--- src/kal_num_pkg.sv ---
package kal_num_pkg;

  // datapath width for state, variance, gain and the divider
  localparam int DATA_W = 32;

  // raw sample width from the sensor side
  localparam int MEAS_W = 14;

  // gain and probabilities are Q13
  localparam int FRAC_BITS = 13;
  localparam int ONE_Q13   = 1 << FRAC_BITS;  // 8192 == 1.0

  // variance loaded at reset, estimate starts at zero
  localparam int P_INIT = 100000;

  // queue entries, also the credits the sender owns after reset
  localparam int MEAS_QUEUE_DEPTH = 4;

  // queue pointer and occupancy widths
  localparam int QUEUE_PTR_W = $clog2(MEAS_QUEUE_DEPTH);
  localparam int QUEUE_CNT_W = $clog2(MEAS_QUEUE_DEPTH + 1);

  // bit counter in the divider, must hold DATA_W itself
  localparam int DIV_CNT_W = $clog2(DATA_W + 1);

  // product width of the update multipliers
  localparam int PROD_W = 2 * DATA_W;

endpackage

--- src/kal_ctrl_pkg.sv ---
package kal_ctrl_pkg;

  // filter sequencing, one pass per popped measurement
  typedef enum logic [2:0] {
    IDLE,         // wait for a queued sample
    PREDICT,      // prior state/variance, launch divide
    GAIN,         // divider running
    UPDATE_WAIT,  // multiplier pipeline fill
    UPDATE        // write estimate, pulse valid
  } kal_state_e;

  // noise config, sampled once per update
  typedef struct packed {
    logic [kal_num_pkg::DATA_W-1:0] q;  // process noise
    logic [kal_num_pkg::DATA_W-1:0] r;  // measurement noise
  } kal_cfg_t;

  typedef struct packed {
    logic signed [kal_num_pkg::MEAS_W-1:0] z;  // raw sample
  } kal_meas_t;

  typedef struct packed {
    logic signed [kal_num_pkg::DATA_W-1:0] x;  // state estimate
    logic signed [kal_num_pkg::DATA_W-1:0] p;  // error variance
  } kal_est_t;

endpackage

--- src/kal_divider.sv ---
`timescale 1ns/1ns

module kal_divider (
  input  logic                           i_clk,
  input  logic                           i_rst_n,
  input  logic                           i_start,
  input  logic [kal_num_pkg::DATA_W-1:0] i_dividend,
  input  logic [kal_num_pkg::DATA_W-1:0] i_divisor,
  output logic                           o_done,
  output logic [kal_num_pkg::DATA_W-1:0] o_quotient
);

  logic [kal_num_pkg::DATA_W-1:0]    rem_q;   // partial remainder
  logic [kal_num_pkg::DATA_W-1:0]    quo_q;   // dividend out the top, quotient in the bottom
  logic [kal_num_pkg::DATA_W-1:0]    dsr_q;   // divisor held for the whole run
  logic [kal_num_pkg::DIV_CNT_W-1:0] cnt_q;   // bits left
  logic                              busy_q;
  logic                              done_q;
  logic [kal_num_pkg::DATA_W:0]      trial;   // remainder with next dividend bit
  logic [kal_num_pkg::DATA_W+1:0]    diff;    // msb set means trial < divisor

  assign trial = {rem_q, quo_q[kal_num_pkg::DATA_W-1]};
  assign diff  = {1'b0, trial} - {2'b00, dsr_q};

  always_ff @(posedge i_clk or negedge i_rst_n) begin
    if (!i_rst_n) begin
      rem_q  <= '0;
      quo_q  <= '0;
      dsr_q  <= '0;
      cnt_q  <= '0;
      busy_q <= 1'b0;
      done_q <= 1'b0;
    end else begin
      done_q <= 1'b0;  // single cycle pulse
      if (i_start) begin
        rem_q  <= '0;
        quo_q  <= i_dividend;
        dsr_q  <= i_divisor;
        cnt_q  <= kal_num_pkg::DIV_CNT_W'(kal_num_pkg::DATA_W);
        busy_q <= 1'b1;
      end else if (busy_q) begin
        if (!diff[kal_num_pkg::DATA_W+1]) begin
          rem_q <= diff[kal_num_pkg::DATA_W-1:0];  // subtract fits, keep it
          quo_q <= {quo_q[kal_num_pkg::DATA_W-2:0], 1'b1};
        end else begin
          rem_q <= trial[kal_num_pkg::DATA_W-1:0];  // restore
          quo_q <= {quo_q[kal_num_pkg::DATA_W-2:0], 1'b0};
        end
        cnt_q <= cnt_q - 1'b1;
        if (cnt_q == kal_num_pkg::DIV_CNT_W'(1)) begin
          busy_q <= 1'b0;  // last bit lands this edge
          done_q <= 1'b1;
        end
      end
    end
  end

  assign o_done     = done_q;
  assign o_quotient = quo_q;  // stable from done until the next start

  // zero divisor would give all-ones quotient and a bogus gain
  a_div_nonzero: assert property (@(posedge i_clk) disable iff (!i_rst_n)
    i_start |-> (i_divisor != '0))
    else $error("divider started with zero divisor");

endmodule

--- src/kal_multiplier.sv ---
`timescale 1ns/1ns

module kal_multiplier (
  input  logic                                  i_clk,
  input  logic                                  i_rst_n,
  input  logic signed [kal_num_pkg::DATA_W-1:0] i_a,
  input  logic signed [kal_num_pkg::DATA_W-1:0] i_b,
  output logic signed [kal_num_pkg::PROD_W-1:0] o_p
);

  logic signed [kal_num_pkg::DATA_W-1:0] a_q;  // stage 1 operands
  logic signed [kal_num_pkg::DATA_W-1:0] b_q;
  logic signed [kal_num_pkg::PROD_W-1:0] p_q;  // stage 2 product

  // new operands every cycle, result two edges later
  always_ff @(posedge i_clk or negedge i_rst_n) begin
    if (!i_rst_n) begin
      a_q <= '0;
      b_q <= '0;
      p_q <= '0;
    end else begin
      a_q <= i_a;
      b_q <= i_b;
      p_q <= a_q * b_q;  // full 64-bit signed product
    end
  end

  assign o_p = p_q;

endmodule

--- src/kal_meas_queue.sv ---
`timescale 1ns/1ns

module kal_meas_queue (
  input  logic                   i_clk,
  input  logic                   i_rst_n,
  input  logic                   i_push,
  input  kal_ctrl_pkg::kal_meas_t i_data,
  input  logic                   i_pop,
  output kal_ctrl_pkg::kal_meas_t o_head,
  output logic                   o_not_empty,
  output logic                   o_credit
);

  kal_ctrl_pkg::kal_meas_t mem [kal_num_pkg::MEAS_QUEUE_DEPTH];  // sample storage

  logic [kal_num_pkg::QUEUE_PTR_W-1:0] wr_ptr_q;
  logic [kal_num_pkg::QUEUE_PTR_W-1:0] rd_ptr_q;
  logic [kal_num_pkg::QUEUE_CNT_W-1:0] count_q;  // occupancy
  logic                                credit_q;
  logic                                full;
  logic                                do_push;
  logic                                do_pop;

  assign full    = (count_q == kal_num_pkg::QUEUE_CNT_W'(kal_num_pkg::MEAS_QUEUE_DEPTH));
  assign do_push = i_push && !full;         // overflow dropped, assertion below fires
  assign do_pop  = i_pop && (count_q != '0);

  always_ff @(posedge i_clk) begin
    if (do_push) mem[wr_ptr_q] <= i_data;
  end

  always_ff @(posedge i_clk or negedge i_rst_n) begin
    if (!i_rst_n) begin
      wr_ptr_q <= '0;
      rd_ptr_q <= '0;
      count_q  <= '0;
      credit_q <= 1'b0;
    end else begin
      if (do_push) wr_ptr_q <= wr_ptr_q + 1'b1;  // depth is a power of two, wraps
      if (do_pop)  rd_ptr_q <= rd_ptr_q + 1'b1;
      case ({do_push, do_pop})
        2'b10:   count_q <= count_q + 1'b1;
        2'b01:   count_q <= count_q - 1'b1;
        default: count_q <= count_q;  // both or neither
      endcase
      credit_q <= do_pop;  // one credit back per freed entry
    end
  end

  assign o_head      = mem[rd_ptr_q];
  assign o_not_empty = (count_q != '0);
  assign o_credit    = credit_q;

  // sender pushed without a credit
  a_credit_overflow: assert property (@(posedge i_clk) disable iff (!i_rst_n)
    i_push |-> !full)
    else $error("credit violation, push into full measurement queue");

  a_pop_empty: assert property (@(posedge i_clk) disable iff (!i_rst_n)
    i_pop |-> o_not_empty)
    else $error("pop from empty measurement queue");

endmodule

--- src/kal_filter_core.sv ---
`timescale 1ns/1ns

module kal_filter_core (
  input  logic                    i_clk,
  input  logic                    i_rst_n,
  input  kal_ctrl_pkg::kal_cfg_t  i_cfg,
  input  kal_ctrl_pkg::kal_meas_t i_meas,
  input  logic                    i_meas_ready,
  output logic                    o_pop,
  output logic                    o_est_valid,
  output kal_ctrl_pkg::kal_est_t  o_est
);

  kal_ctrl_pkg::kal_state_e state_q;
  kal_ctrl_pkg::kal_est_t   est_q;    // last posterior and the output register
  logic                     valid_q;
  logic                     wait_q;   // second cycle of UPDATE_WAIT

  logic signed [kal_num_pkg::DATA_W-1:0] meas_ext;
  logic signed [kal_num_pkg::DATA_W-1:0] meas_q;    // sign-extended sample
  logic signed [kal_num_pkg::DATA_W-1:0] x_pre_q;   // prior state
  logic signed [kal_num_pkg::DATA_W-1:0] p_pre_q;   // prior variance
  logic signed [kal_num_pkg::DATA_W-1:0] innov_q;   // z - x_prior
  logic signed [kal_num_pkg::DATA_W-1:0] gain_q;    // k in Q13
  logic signed [kal_num_pkg::DATA_W-1:0] gain_c_q;  // 1 - k in Q13
  logic signed [kal_num_pkg::DATA_W-1:0] p_prior;
  logic signed [kal_num_pkg::DATA_W-1:0] p_plus_r;

  logic                                  div_start;
  logic                                  div_done;
  logic [kal_num_pkg::DATA_W-1:0]        div_dividend;
  logic [kal_num_pkg::DATA_W-1:0]        div_divisor;
  logic [kal_num_pkg::DATA_W-1:0]        div_quot;
  logic signed [kal_num_pkg::PROD_W-1:0] prod_x;    // k * innovation
  logic signed [kal_num_pkg::PROD_W-1:0] prod_p;    // (1 - k) * p_prior

  assign meas_ext = {{(kal_num_pkg::DATA_W - kal_num_pkg::MEAS_W){i_meas.z[kal_num_pkg::MEAS_W-1]}},
                     i_meas.z};

  // predict terms only mean something in PREDICT where cfg is sampled
  assign p_prior  = est_q.p + $signed(i_cfg.q);
  assign p_plus_r = p_prior + $signed(i_cfg.r);

  assign o_pop        = (state_q == kal_ctrl_pkg::IDLE) && i_meas_ready;
  assign div_start    = (state_q == kal_ctrl_pkg::PREDICT);  // divider loads at end of PREDICT
  assign div_dividend = p_prior << kal_num_pkg::FRAC_BITS;   // p_prior in Q13
  assign div_divisor  = p_plus_r;

  kal_divider u_div (
    .i_clk      (i_clk),
    .i_rst_n    (i_rst_n),
    .i_start    (div_start),
    .i_dividend (div_dividend),
    .i_divisor  (div_divisor),
    .o_done     (div_done),
    .o_quotient (div_quot)
  );

  // operands stay put from done through UPDATE so the product is ready in UPDATE
  kal_multiplier u_mult_x (
    .i_clk   (i_clk),
    .i_rst_n (i_rst_n),
    .i_a     (gain_q),
    .i_b     (innov_q),
    .o_p     (prod_x)
  );

  kal_multiplier u_mult_p (
    .i_clk   (i_clk),
    .i_rst_n (i_rst_n),
    .i_a     (gain_c_q),
    .i_b     (p_pre_q),
    .o_p     (prod_p)
  );

  // datapath registers
  always_ff @(posedge i_clk) begin
    if (o_pop) meas_q <= meas_ext;  // latch head with the pop
    if (state_q == kal_ctrl_pkg::PREDICT) begin
      x_pre_q <= est_q.x;  // prior state is last estimate
      p_pre_q <= p_prior;
      innov_q <= meas_q - est_q.x;
    end
    if (div_done) begin
      gain_q   <= $signed(div_quot);
      gain_c_q <= kal_num_pkg::ONE_Q13 - $signed(div_quot);
    end
  end

  always_ff @(posedge i_clk or negedge i_rst_n) begin
    if (!i_rst_n) begin
      state_q <= kal_ctrl_pkg::IDLE;
      wait_q  <= 1'b0;
      valid_q <= 1'b0;
      est_q.x <= '0;
      est_q.p <= kal_num_pkg::P_INIT;
    end else begin
      valid_q <= 1'b0;
      case (state_q)
        kal_ctrl_pkg::IDLE:    if (o_pop) state_q <= kal_ctrl_pkg::PREDICT;
        kal_ctrl_pkg::PREDICT: state_q <= kal_ctrl_pkg::GAIN;
        kal_ctrl_pkg::GAIN:    if (div_done) state_q <= kal_ctrl_pkg::UPDATE_WAIT;
        kal_ctrl_pkg::UPDATE_WAIT: begin
          wait_q <= !wait_q;  // two cycles for the mult pipe
          if (wait_q) state_q <= kal_ctrl_pkg::UPDATE;
        end
        kal_ctrl_pkg::UPDATE: begin
          est_q.x <= x_pre_q + prod_x[kal_num_pkg::FRAC_BITS +: kal_num_pkg::DATA_W];  // >>> 13
          est_q.p <= prod_p[kal_num_pkg::FRAC_BITS +: kal_num_pkg::DATA_W];
          valid_q <= 1'b1;
          state_q <= kal_ctrl_pkg::IDLE;
        end
        default: state_q <= kal_ctrl_pkg::IDLE;
      endcase
    end
  end

  assign o_est_valid = valid_q;
  assign o_est       = est_q;

  // p + Q + R must stay positive or the gain is garbage
  a_divisor_pos: assert property (@(posedge i_clk) disable iff (!i_rst_n)
    (state_q == kal_ctrl_pkg::PREDICT) |-> (p_plus_r > 0))
    else $error("gain divisor not positive in PREDICT");

endmodule

--- src/kalman_top.sv ---
`timescale 1ns/1ns

module kalman_top (
  input  logic                    i_clk,
  input  logic                    i_rst_n,
  input  kal_ctrl_pkg::kal_cfg_t  i_cfg,
  input  logic                    i_meas_valid,
  input  kal_ctrl_pkg::kal_meas_t i_meas,
  output logic                    o_meas_credit,
  output logic                    o_est_valid,
  output kal_ctrl_pkg::kal_est_t  o_est
);

  kal_ctrl_pkg::kal_meas_t q_head;       // oldest queued sample
  logic                    q_not_empty;
  logic                    core_pop;     // core takes the head

  // credit-managed input buffer
  kal_meas_queue u_queue (
    .i_clk       (i_clk),
    .i_rst_n     (i_rst_n),
    .i_push      (i_meas_valid),
    .i_data      (i_meas),
    .i_pop       (core_pop),
    .o_head      (q_head),
    .o_not_empty (q_not_empty),
    .o_credit    (o_meas_credit)
  );

  kal_filter_core u_core (
    .i_clk        (i_clk),
    .i_rst_n      (i_rst_n),
    .i_cfg        (i_cfg),
    .i_meas       (q_head),
    .i_meas_ready (q_not_empty),
    .o_pop        (core_pop),
    .o_est_valid  (o_est_valid),
    .o_est        (o_est)
  );

endmodule

--- config.mk ---
export PLATFORM = sky130hd
export DESIGN_NAME = kalman_top
export DESIGN_NICKNAME = d
export VERILOG_FILES = /design/src/kal_num_pkg.sv /design/src/kal_ctrl_pkg.sv /design/src/kal_divider.sv /design/src/kal_multiplier.sv /design/src/kal_meas_queue.sv /design/src/kal_filter_core.sv /design/src/kalman_top.sv
export SDC_FILE = /design/constraint.sdc
export NUM_CORES = 2
export LEC_CHECK = 0
export BUFFER_PORTS_ARGS = -buffer_cell sky130_fd_sc_hd__buf_2
export CAP_MARGIN = 20
export CORE_ASPECT_RATIO = 1.2
export CORE_MARGIN = 3
export CORE_UTILIZATION = 70
export DETAILED_ROUTE_END_ITERATION = 16
export GPL_TIMING_DRIVEN = 0
export PLACE_DENSITY = 0.95
export SYNTH_ARGS = -nofsm -noshare
export SYNTH_HDL_FRONTEND = slang
export SYNTH_SLANG_ARGS = --single-unit
--- constraint.sdc ---
create_clock -name i_clk -period 17.4 [get_ports i_clk]
set_input_delay 3.48 -clock i_clk [delete_from_list [all_inputs] [get_ports i_clk]]
set_output_delay 3.48 -clock i_clk [all_outputs]
set_load 0.01 [all_outputs]
==> flow_summary.ini <==
[status]
status = complete, no violations

[synth]
ys_warn_count = 0
post_synth.cell_area_avg_sq_um = 10.0
syn_nets = 10100
synth_edf_count = 229
synthFlopType = dfrtp_1
synthCells = 7995
synth-seq-area-share = 0.202
synth_area_sq_um = 80200
synth-seq-cells = 601
synth.distinct_cells = 75
async_flop_share = 0.619

[cts]
cts_setup_buffers = 0
clk_pin_slew_ps = 70
cts-htree-levels = 2
numCtsBuffers = 60
clockBufferDepth = 3
clock_sinks = 601
cts_root_buf = clkbuf_16
cts_resized = 0
clkLatencyLatePin_ps = 700
cts_tree = done
ctsHoldBuffers = 0

[detailed_routing]
drt-initial-drc-count = 7134
drt-total-wl_um = 299000
ant_nets = 0
drt-wirelength-per-cell_um = 30.4
drc = 0
avgViaCountPerCell = 6.44
drt-pass1-iter-count = 9
vias = 63300

[run]
cap_violations = 0

[setup_path]
r2r_setup_slack_ps = 7020
cp_common_cell = fa_1
reg2regPathDepth = 26
cp.required_ps = 18020
crit_type = flip-flop to flip-flop
slowest_stage = clkbuf_1
cp.arrival_ps = 11000
worstSetupEndpointType = flip-flop
rr_startpoint = u_core.u_mult_x.a_q[16]
crit_fanout = 10
cpPeakStageDelay_ps = 870
start_kind = flip-flop
reg2reg_to = u_core.u_mult_x.o_p[44]

[sta]
post-route-min-period_ps = 10380
drv_slew = 0
relSlewSlack = 0.122
max_freq_ghz = 0.0963
finalCritPeriodShare = 0.597
fin_ws_ps = 7020
finalSetupTns_ps = 0
rsz0062_at_grt = false
finalSetupViolations = 0
tightestPinTransition_ps = 1320
finalClockSkew_ps = 28.2
finalHoldViolCount = 0

[min_path]
min_from = u_core.gain_c_q[24]
hold_end = u_core.u_mult_p.a_q[24]
hold_path_depth = 0
hold_path.class = flip-flop to flip-flop

[place]
gp_congestion = 1.08
portBuffers = 146
dp.cells = 9662
pre_cts_slack_ps = 7740
hpwl_um = 235000

[floorplanning]
io_pins = 147
start_util = 0.708
die_height_um = 377
coreArea_sq_um = 113000
die_w_um = 315
design.die.area_sq_um = 119000
rows = 135

[layout]
syn2layout_area_growth_pct = 6.39
fin_cells = 9823
fillers = 7318
fin_nets = 10300
fin_util = 0.753
drive_gt1_frac = 0.0417

[global_routing]
grt_usage = 0.520
grt_pass1_vias = 68600
antenna_found_initial = 38
grt_pass1_wl_um = 441000
grt_max_degree = 124
globalRouteOverflowTotal = 0
==> worst max-delay path, delay by kind of cell, from the launching register on <==
kind | cells | cell delay (ps)
AOI/OAI and AO/OA | 8 | 3200
xor gates and xnor gates | 1 | 170
DFF | 1 | 500
and+or+nand+nor | 2 | 470
buffers and inverters | 6 | 1690
adders and majority gates | 9 | 4260
==> per-stage QoR <==
| stage | hold slack, ps | area, sq um |
|---|---|---|
| after global placement | 331 | 82800 |
| final | 329 | 85300 |
| after detailed placement | 334 | 83100 |
| after CTS | 317 | 85100 |
| after floorplan | 331 | 80200 |
| after global routing | 338 | 85200 |
==> layout by cell type (no fill, tap or decap), types with 25 or more instances in the layout <==
cell,netlist,routed
mux2_2,33,33
nor3_1,38,38
mux2i_1,33,33
dfrtp_1,366,365
xor2_1,99,99
nand2b_1,50,50
a21oi_1,184,184
nor2b_1,39,39
edfxtp_1,229,229
o21bai_1,25,25
o21a_1,47,47
nor2_1,155,155
diode_2,0,41
fa_1,1544,1544
xnor2_1,222,222
o21ai_0,201,201
and2_1,929,929
a21o_1,81,81
clkbuf_16,0,63
nand3_1,34,34
ha_1,484,484
clkbuf_1,351,363
nand2_1,958,958
a31oi_1,31,31
inv_1,1639,1639
buf_2,4,149
==> state kept, by name (all words and copies together) (netlist names), 31 cells and up <==
| register | flops |
|---|---|
| u_core.u_div.rem_q | 32 |
| u_core.x_pre_q | 32 |
| u_core.u_mult_x.b_q | 32 |
| u_core.o_est | 64 |
| u_core.u_div.o_quotient | 32 |
| u_core.gain_c_q | 32 |
| u_core.p_pre_q | 32 |
| u_core.u_mult_p.b_q | 32 |
| u_core.u_mult_p.o_p | 32 |
| u_core.gain_q | 31 |
| u_core.u_mult_p.a_q | 31 |
| u_core.u_div.dsr_q | 32 |
| u_queue.mem | 56 |
| u_core.innov_q | 32 |
| u_core.u_mult_x.o_p | 32 |
| u_core.u_mult_x.a_q | 32 |
==> cell usage after synthesis (5+ instances only) <==
cell      instances  area, sq um
o211ai_1          6         45.0
nand2_1         958         3600
nand3_1          34          170
a21oi_1         184          921
xnor2_1         222         1940
a211oi_1         14          105
dfrtp_1         366         9160
o31ai_1           9         67.6
nand3b_1         10         75.1
mux2i_1          33          330
nor3_1           38          190
o21bai_1         25          188
ha_1            484         6060
o21ai_0         201         1010
nor2b_1          39          244
a21o_1           81          608
nor2_1          155          582
mux2_2           33          372
nand4_1          12         75.1
a31oi_1          31          194
nor4_1           13         81.3
clkbuf_1        351         1320
inv_1          1639         6150
fa_1           1544        30900
a21boi_0          8         60.1
mux4_2           14          315
and2_1          929         5810
a31o_2            5         43.8
edfxtp_1        229         6880
o21a_1           47          353
nand2b_1         50          313
a211o_1          11         96.3
and3_1           11         68.8
dfstp_2           6          158
nor3b_1           5         37.5
buf_1             7         26.3
or3_1            14         87.6
xor2_1           99          867
==> how the worst max path moves through the flow <==
stage,depth (start not counted),start,slack [ps],to
floorplan,23,i_cfg[32],9450,u_core.u_div.dsr_q[31]
global placement,1,i_rst_n,5360,u_core.u_mult_x.o_p[23]
detailed placement,28,u_core.u_mult_x.a_q[17],7740,u_core.u_mult_x.o_p[42]
CTS,25,u_core.u_mult_x.a_q[17],7550,u_core.u_mult_x.o_p[42]
global route,26,u_core.u_mult_x.a_q[16],6770,u_core.u_mult_x.o_p[44]
finish,26,u_core.u_mult_x.a_q[16],7020,u_core.u_mult_x.o_p[44]
==> layer usage <==
| metal | vias to the layer above | share of wire | wire length (um) | track usage |
|---|---|---|---|---|
| met5 | - | 0.00044 | 130 | 0.00207 |
| met4 | 18 | 0.13 | 38300 | 0.501 |
| met3 | 2122 | 0.12 | 34400 | 0.170 |
| met2 | 5250 | 0.46 | 137000 | 0.813 |
| met1 | 31300 | 0.30 | 88400 | 0.549 |
| li1 | 24500 | - | - | - |
==> area by class of cell <==
type	instances	area, sq um	share of cell area
Tap cell	1507	1890	0.0221
Multi-Input combinational cell	5392	56500	0.662
Timing Repair Buffer	167	1060	0.0124
Clock inverter	28	334	0.00392
Sequential cell	601	16200	0.190
Clock buffer	85	1730	0.0203
Inverter	1640	6160	0.0722
Buffer	362	1370	0.0161
Antenna cell	41	103	0.00120
==> logic make-up after synthesis <==
group,Yosys count,synth area share
simple gates,2288,0.143
fa+ha+maj,2028,0.461
buf+inv,2002,0.0938
compound gates,675,0.0522
flops,601,0.202
xor+xnor,321,0.0351
mux,80,0.0127
Power is not shown: default switching activity piles up to over one toggle a cycle in this logic, so the estimate is an artifact.
